**src/include/lsu_macros.svh**
```systemverilog
`ifndef LSU_MACROS_SVH
`define LSU_MACROS_SVH

// access size codes, low two bits of mem_type
`define LSU_MEM_TYPE_BYTE 2'b00
`define LSU_MEM_TYPE_HALF 2'b01
`define LSU_MEM_TYPE_WORD 2'b10

// issue slots feeding the unit
`define LSU_ISSUE_WIDTH 2

// uncached bus data width
`define LSU_DATA_W 32

`endif

```
**src/hdl/lsu_pkg.sv**
```systemverilog
`include "lsu_macros.svh"

package lsu_pkg;

	// one slot's memory op, mem_type[2] set means unsigned load
	typedef struct packed {
		logic       mem_valid;
		logic       mem_write;
		logic [2:0] mem_type;
	} mem_op_t;

	// decoded request, decode to execute
	typedef struct packed {
		logic                      valid;
		logic                      write;
		logic [2:0]                mem_type;
		logic [31:0]               paddr;
		logic [`LSU_DATA_W/8-1:0]  strobe;
		logic [`LSU_DATA_W-1:0]    w_data;
	} lsu_req_t;

	// cache bus request, uncached single beat only
	typedef struct packed {
		logic                      valid;
		logic                      write;
		logic                      burst;
		logic                      cached;
		logic [31:0]               addr;
		logic [`LSU_DATA_W-1:0]    w_data;
		logic [`LSU_DATA_W/8-1:0]  data_strobe;
		logic                      data_ok;
		logic                      data_last;
	} cache_bus_req_t;

	// cache bus response from memory
	typedef struct packed {
		logic                      ready;
		logic                      data_ok;
		logic                      data_last;
		logic [`LSU_DATA_W-1:0]    r_data;
	} cache_bus_resp_t;

	// address error report, store set means AdES
	typedef struct packed {
		logic valid;
		logic store;
		logic slot;
	} lsu_exc_t;

endpackage

```
**src/hdl/load_align.sv**
```systemverilog
`timescale 1ns/1ps
`include "lsu_macros.svh"

module load_align (
	input  logic                    clk,
	input  logic                    rst_n,
	input  logic                    done_i,
	input  logic                    write_i,
	input  logic [2:0]              mem_type_i,
	input  logic [1:0]              addr_lo_i,
	input  logic [`LSU_DATA_W-1:0]  r_data_i,
	output logic [`LSU_DATA_W-1:0]  r_data_o,
	output logic                    load_done_o,
	output logic                    store_done_o
);

	logic [`LSU_DATA_W-1:0] shifted;
	logic [`LSU_DATA_W-1:0] ext;
	logic                   sign_en;
	logic [`LSU_DATA_W-1:0] r_data_q;
	logic                   load_done_q;
	logic                   store_done_q;

	// addressed lane down to bit 0
	assign shifted = r_data_i >> {addr_lo_i, 3'b000};
	assign sign_en = ~mem_type_i[2];

	always_comb begin
		case (mem_type_i[1:0])
			`LSU_MEM_TYPE_BYTE: begin
				ext = {{24{shifted[7] & sign_en}}, shifted[7:0]};
			end
			`LSU_MEM_TYPE_HALF: begin
				ext = {{16{shifted[15] & sign_en}}, shifted[15:0]};
			end
			default: begin
				ext = r_data_i;
			end
		endcase
	end

	always_ff @(posedge clk) begin
		if (done_i & ~write_i) begin
			r_data_q <= ext;
		end
	end

	always_ff @(posedge clk) begin
		if (!rst_n) begin
			load_done_q <= 1'b0;
			store_done_q <= 1'b0;
		end else begin
			load_done_q <= done_i & ~write_i;
			store_done_q <= done_i & write_i;
		end
	end

	assign r_data_o = r_data_q;
	assign load_done_o = load_done_q;
	assign store_done_o = store_done_q;

endmodule

```
**src/hdl/lsu_bus_fsm.sv**
```systemverilog
`timescale 1ns/1ps
`include "lsu_macros.svh"

module lsu_bus_fsm
	import lsu_pkg::*;
(
	input  logic             clk,
	input  logic             rst_n,
	input  lsu_req_t         req_i,
	input  logic             stall_i,
	output logic             busy_o,
	output cache_bus_req_t   bus_req_o,
	input  cache_bus_resp_t  bus_resp_i,
	output logic             done_o,
	output logic [2:0]       done_type_o,
	output logic [1:0]       done_addr_o,
	output logic             done_write_o
);

	localparam logic [2:0] STATE_IDLE = 3'b001;
	localparam logic [2:0] STATE_ADDR = 3'b010;
	localparam logic [2:0] STATE_DATA = 3'b100;

	lsu_req_t   s1_q;
	lsu_req_t   s2_q;
	logic [2:0] state_q;
	logic [2:0] state_d;
	logic       advance;
	logic       transfer_done;

	assign busy_o = (state_q != STATE_IDLE) | s2_q.valid;
	assign advance = ~busy_o & ~stall_i;

	// both stages move together, only the valid bits see reset
	always_ff @(posedge clk) begin
		if (!rst_n) begin
			s1_q.valid <= 1'b0;
			s2_q.valid <= 1'b0;
		end else if (advance) begin
			s1_q <= req_i;
			s2_q <= s1_q;
		end else if (transfer_done) begin
			s2_q.valid <= 1'b0;
		end
	end

	// both sides must show data_ok and the last beat
	assign transfer_done = (state_q == STATE_DATA) & bus_req_o.data_ok & bus_resp_i.data_ok &
		bus_req_o.data_last & bus_resp_i.data_last;

	always_comb begin
		state_d = state_q;
		case (state_q)
			STATE_IDLE: begin
				if (s2_q.valid) begin
					state_d = STATE_ADDR;
				end
			end
			STATE_ADDR: begin
				if (bus_resp_i.ready) begin
					state_d = STATE_DATA;
				end
			end
			STATE_DATA: begin
				if (transfer_done) begin
					state_d = STATE_IDLE;
				end
			end
			default: begin
				state_d = STATE_IDLE;
			end
		endcase
	end

	always_ff @(posedge clk) begin
		if (!rst_n) begin
			state_q <= STATE_IDLE;
		end else begin
			state_q <= state_d;
		end
	end

	// request fields come straight from stage 2, held while busy
	always_comb begin
		bus_req_o.valid = (state_q == STATE_ADDR);
		bus_req_o.write = s2_q.write;
		bus_req_o.burst = 1'b0;
		bus_req_o.cached = 1'b0;
		bus_req_o.addr = s2_q.paddr;
		bus_req_o.w_data = s2_q.w_data;
		bus_req_o.data_strobe = s2_q.strobe;
		bus_req_o.data_ok = (state_q == STATE_DATA);
		bus_req_o.data_last = (state_q == STATE_DATA);
	end

	assign done_o = transfer_done;
	assign done_type_o = s2_q.mem_type;
	assign done_addr_o = s2_q.paddr[1:0];
	assign done_write_o = s2_q.write;

endmodule

```
**src/hdl/lsu_top.sv**
```systemverilog
`timescale 1ns/1ps
`include "lsu_macros.svh"

module lsu_top
	import lsu_pkg::*;
(
	input  logic                    clk,
	input  logic                    rst_n,
	input  mem_op_t                 mem_op_i [`LSU_ISSUE_WIDTH],
	input  logic [31:0]             vaddr_i  [`LSU_ISSUE_WIDTH],
	input  logic [`LSU_DATA_W-1:0]  w_data_i [`LSU_ISSUE_WIDTH],
	input  logic                    stall_i,
	output logic                    busy_o,
	output logic [`LSU_DATA_W-1:0]  r_data_o,
	output logic                    load_done_o,
	output logic                    store_done_o,
	output lsu_exc_t                exc_o,
	output cache_bus_req_t          bus_req_o,
	input  cache_bus_resp_t         bus_resp_i
);

	lsu_req_t   dec_req;
	logic       done;
	logic [2:0] done_type;
	logic [1:0] done_addr;
	logic       done_write;

	mem_op_decode u_decode (
		.mem_op_i (mem_op_i),
		.vaddr_i  (vaddr_i),
		.w_data_i (w_data_i),
		.req_o    (dec_req),
		.exc_o    (exc_o)
	);

	lsu_bus_fsm u_bus_fsm (
		.clk          (clk),
		.rst_n        (rst_n),
		.req_i        (dec_req),
		.stall_i      (stall_i),
		.busy_o       (busy_o),
		.bus_req_o    (bus_req_o),
		.bus_resp_i   (bus_resp_i),
		.done_o       (done),
		.done_type_o  (done_type),
		.done_addr_o  (done_addr),
		.done_write_o (done_write)
	);

	// result stage works off the raw bus read data
	load_align u_load_align (
		.clk          (clk),
		.rst_n        (rst_n),
		.done_i       (done),
		.write_i      (done_write),
		.mem_type_i   (done_type),
		.addr_lo_i    (done_addr),
		.r_data_i     (bus_resp_i.r_data),
		.r_data_o     (r_data_o),
		.load_done_o  (load_done_o),
		.store_done_o (store_done_o)
	);

endmodule

```
**src/hdl/mem_op_decode.sv**
```systemverilog
`timescale 1ns/1ps
`include "lsu_macros.svh"

module mem_op_decode
	import lsu_pkg::*;
(
	input  mem_op_t                         mem_op_i [`LSU_ISSUE_WIDTH],
	input  logic [31:0]                     vaddr_i  [`LSU_ISSUE_WIDTH],
	input  logic [`LSU_DATA_W-1:0]          w_data_i [`LSU_ISSUE_WIDTH],
	output lsu_req_t                        req_o,
	output lsu_exc_t                        exc_o
);

	logic                     sel;
	mem_op_t                  op;
	logic [31:0]              vaddr;
	logic [31:0]              paddr;
	logic [`LSU_DATA_W-1:0]   wdata;
	logic [`LSU_DATA_W/8-1:0] strobe;
	logic                     misaligned;

	// slot 1 has priority
	always_comb begin
		sel = mem_op_i[1].mem_valid;
		op = mem_op_i[sel];
		vaddr = vaddr_i[sel];
		wdata = w_data_i[sel];
	end

	// kseg0/kseg1 drop the top three bits, mapped segments pass through
	always_comb begin
		case (vaddr[31:29])
			3'b100, 3'b101: paddr = {3'b000, vaddr[28:0]};
			default: paddr = vaddr;
		endcase
	end

	always_comb begin
		strobe = '0;
		misaligned = 1'b0;
		case (op.mem_type[1:0])
			`LSU_MEM_TYPE_BYTE: begin
				strobe = 4'b0001 << vaddr[1:0];
			end
			`LSU_MEM_TYPE_HALF: begin
				strobe = 4'b0011 << {vaddr[1], 1'b0};
				misaligned = vaddr[0];
			end
			`LSU_MEM_TYPE_WORD: begin
				strobe = 4'b1111;
				misaligned = |vaddr[1:0];
			end
			default: begin
				strobe = '0;
			end
		endcase
	end

	always_comb begin
		req_o.valid = op.mem_valid & ~misaligned;
		req_o.write = op.mem_write;
		req_o.mem_type = op.mem_type;
		req_o.paddr = paddr;
		req_o.strobe = strobe;
		// move store data into its byte lane
		req_o.w_data = wdata << {vaddr[1:0], 3'b000};
	end

	always_comb begin
		exc_o.valid = op.mem_valid & misaligned;
		exc_o.store = op.mem_write;
		exc_o.slot = sel;
	end

endmodule

```
**config.mk**
```make
export PLATFORM = sky130hd
export DESIGN_NAME = lsu_top
export DESIGN_NICKNAME = d
export VERILOG_FILES = /design/src/hdl/lsu_pkg.sv /design/src/hdl/load_align.sv /design/src/hdl/lsu_bus_fsm.sv /design/src/hdl/lsu_top.sv /design/src/hdl/mem_op_decode.sv
export VERILOG_INCLUDE_DIRS = /design/src /design/src/include
export SDC_FILE = /design/constraint.sdc
export NUM_CORES = 1
export LEC_CHECK = 0
export BUFFER_PORTS_ARGS = -buffer_cell sky130_fd_sc_hd__buf_2
export CAP_MARGIN = 20
export CORE_UTILIZATION = 41
export DETAILED_ROUTE_END_ITERATION = 8
export GPL_ROUTABILITY_DRIVEN = 0
export MAX_ROUTING_LAYER = met4
export PLACE_DENSITY = 0.76
export SLEW_MARGIN = 25
export SYNTH_ARGS = -nofsm -noshare
export SYNTH_HDL_FRONTEND = slang
export SYNTH_SLANG_ARGS = --single-unit
```
**constraint.sdc**
```tcl
create_clock -name clk -period 15.9 [get_ports clk]
set_clock_uncertainty 0.05 [all_clocks]
set_input_delay 1.59 -clock clk [delete_from_list [all_inputs] [get_ports clk]]
set_output_delay 1.59 -clock clk [all_outputs]
set_load 0.02 [all_outputs]
```
==> reports/results.tsv <==
metric	value	unit
CTS tree	built	
fillers	1871	
Yosys reg bits	183	
Num CTS Buffers	17	
die width	149	um
H-Tree Depth	4	
Post-Syn Instances	632	
Die Area	22100	um^2
Netlist cell types	47	
critical path peak fanout	49	
Critical path buffers and inverters	4	
DRC Markers	0	
number of antenna violations at the first check in global routing	2	
hold_ws	0.363	ns
Max-slew headroom	38.3	%
min Tclk post-route	5.55	ns
Overall Power	0.00111	W
max_cap viols	0	
WS Path Type	in -> out	
# IOs	288	
vias	5732	
CTS Sinks	183	
worst slew pin tran	0.926	ns
PwrDens	106	nW/um^2
Yosys top cell area share	59.9	%
Int Power	0.000834	W
Multi-input gate area	2620	um^2
Register Area	5430	um^2
synthesized area	8830	um^2
fin. max-slew vios	0	
# nets final	1012	
M3 GR Usage	4.68	%
vias in the first global route	5602	
total congestion overflow	0	
per-cell routed wire length	17.2	um
Post-synth ARST share	0	%
endpoints failing hold	0	
Setup TNS	0	ns
Net Sw Frac	24.5	%
Worst EP required	14.26	ns
Reg clk slew, reported paths	0.07	ns
Startpoint Class	input port	
worst-path cell chain	buf_4 > buf_4 > mux2i_1 > inv_1 > ha_1 > o21ai_0 > o22ai_1 > o21a_1 > buf_2	
met1 Usage GRT	22.1	%
row cnt	53	
1st-pass router iterations	5	
share of cells above drive strength 1	47.1	%
post-synthesis sequential area ratio	61.4	%
Final WS setup	10.35	ns
RSZ-0062 raised after global routing	no	
leak pwr	4.20	nW
core area	21100	um^2
Clock power frac	36.1	%
area grow syn2layout	18.5	%
final WL	19300	um
Tcrit/Tclk final	34.9	%
Top cell by count, worst path	buf_4	
most frequent cells in the layout	buf_2 (284), edfxtp_1 (176), mux2_2 (49)	
clk root buf	clkbuf_16	
Clk Latency, worst-skew pair	0.42	ns
GRT Total Usage	18.1	%
DRT antenna net count	0	
Synth Warn #	0	
status	finished clean	
fmax	180	MHz
Post-synth EDFFs	176	
Initial DRC Count	297	
worst reg-to-reg setup slack	13.41	ns
met2 Resource Use GR	28.9	%
combinational share of power	12.5	%
initial core utilization	41.9	%
Post-CTS Setup Repair Bufs	0	
layer with the highest usage	met2	
post-DP HPWL	13800	um
largest net degree at the start of global routing	74	
first-pass GRT wire length	29400	um
Die Y	149	um
max incr delay on CP	0.54	ns
Syn Area/Cell	14.0	um^2
CP max-delay cell	buf_4	
worst hold-check path type	reg -> reg	
delay-heaviest family, CP	buffers and inverters	
Post-Place Setup Slack	10.35	ns
post-synth top area cell	edfxtp_1	
CP Data Arrival Time	3.91	ns
CTS Hold Bufs	0	
Clock Path Buffers	2	
post-cts sizing count	0	
Sequential Power Share	51.4	%
VDD IR-drop max	0.0660	mV
Synth area leaders	edfxtp_1 (60%), buf_4 (6.5%), mux2_2 (6.2%), mux2i_1 (4.6%), nand2_1 (1.9%)	
Final setup viols	0	
Worst setup EP type	primary output	
number of I/O port buffers	285	
Switch Pwr	0.000271	W
most common cell after layout, fill and taps aside	buf_2	
via density per instance	5.11	
Synth Flop Type	edfxtp_1	
power by group through the flow:
stage	registers, W	clock network [W]	logic, W
floorplan	0.000583	0	0.0000999
global placement	0.000578	0	0.000137
detailed placement	0.000579	0	0.000138
CTS	0.000568	0.000410	0.000139
global route	0.000570	0.000428	0.000150
finish	0.000568	0.000399	0.000138
sequential cells by signal (all words and copies together) (netlist names):
register                   cells
u_bus_fsm.state_q              3
u_load_align.r_data_o         32
u_load_align.load_done_o       1
u_bus_fsm.done_type_o          3
u_bus_fsm.s2_q                 1
u_bus_fsm.bus_req_o           68
u_bus_fsm.done_write_o         1
u_bus_fsm.s1_q                73
u_load_align.store_done_o      1
metrics by stage:
stage	cells	cell area [um^2]	util (%)
after floorplan	633	8830	-
after global placement	1088	9900	47.0
after detailed placement	1088	9900	47.0
after CTS	1120	10500	49.6
after global routing	1122	10500	49.6
final	1122	10500	49.6
cell families (layout without fill, tap and decap cells):
kind of cell	count (synthesis)	in the layout	synth area share, %
DFF	183	183	61.4
buffers and inverters	121	333	9.03
AOI/OAI and AO/OA	112	112	10.1
and+or+nand+nor	112	112	6.59
muxes	99	99	12.2
adders and majority gates	4	4	0.567
other	1	4	0.0425
per-layer routing:
layer / share of wire [%] / vias to the layer above
met3: 7.7 / 28
met1: 41 / 2717
li1: - / 2733
met2: 49 / 254
met5: 0 / -
met4: 2.1 / 0
worst paths after layout:
kind | depth (start not counted) | start | endpoint
hold reg to reg | 0 | u_bus_fsm.s1_q[34]$_SDFFCE_PN0P_ | u_bus_fsm.bus_req_o[4]$_DFFE_PP_
setup reg to reg | 3 | u_bus_fsm.state_q[0]$_SDFFE_PN1P_ | u_bus_fsm.s1_q[26]$_DFFE_PP_
hold / removal | 0 | u_bus_fsm.s1_q[34]$_SDFFCE_PN0P_ | u_bus_fsm.bus_req_o[4]$_DFFE_PP_
setup / recovery | 9 | mem_op_i[4] | exc_o[2]
Yosys cell counts, types with 2 or more instances:
| cell | number |
|---|---|
| mux2_1 | 6 |
| inv_1 | 9 |
| a211oi_1 | 19 |
| or4b_1 | 9 |
| mux2_2 | 49 |
| o221a_2 | 6 |
| nor2b_1 | 12 |
| and2_1 | 2 |
| buf_1 | 3 |
| nor2_1 | 29 |
| mux2i_1 | 41 |
| a21oi_1 | 15 |
| a2bb2oi_1 | 6 |
| buf_6 | 4 |
| nand3b_1 | 2 |
| edfxtp_1 | 176 |
| nand2_1 | 45 |
| nor3b_1 | 4 |
| o211ai_1 | 15 |
| o211ai_2 | 10 |
| a31oi_1 | 3 |
| ha_1 | 4 |
| o21bai_1 | 2 |
| o221ai_1 | 16 |
| dfxtp_1 | 7 |
| o21ai_0 | 9 |
| buf_2 | 19 |
| clkbuf_1 | 9 |
| buf_4 | 77 |
| o21a_1 | 2 |
| a22oi_1 | 4 |
| nand2b_1 | 3 |
area by class of cell:
cell class | count | area share, %
inverter | 9 | 0.323
antenna | 2 | 0.0478
sequential | 183 | 51.9
timing repair buffer | 292 | 14.2
tap | 275 | 3.29
multi-input combinational | 329 | 25.0
clock inverter | 15 | 1.22
clock buffer | 17 | 4.07
(Power assumes the default switching activity.)
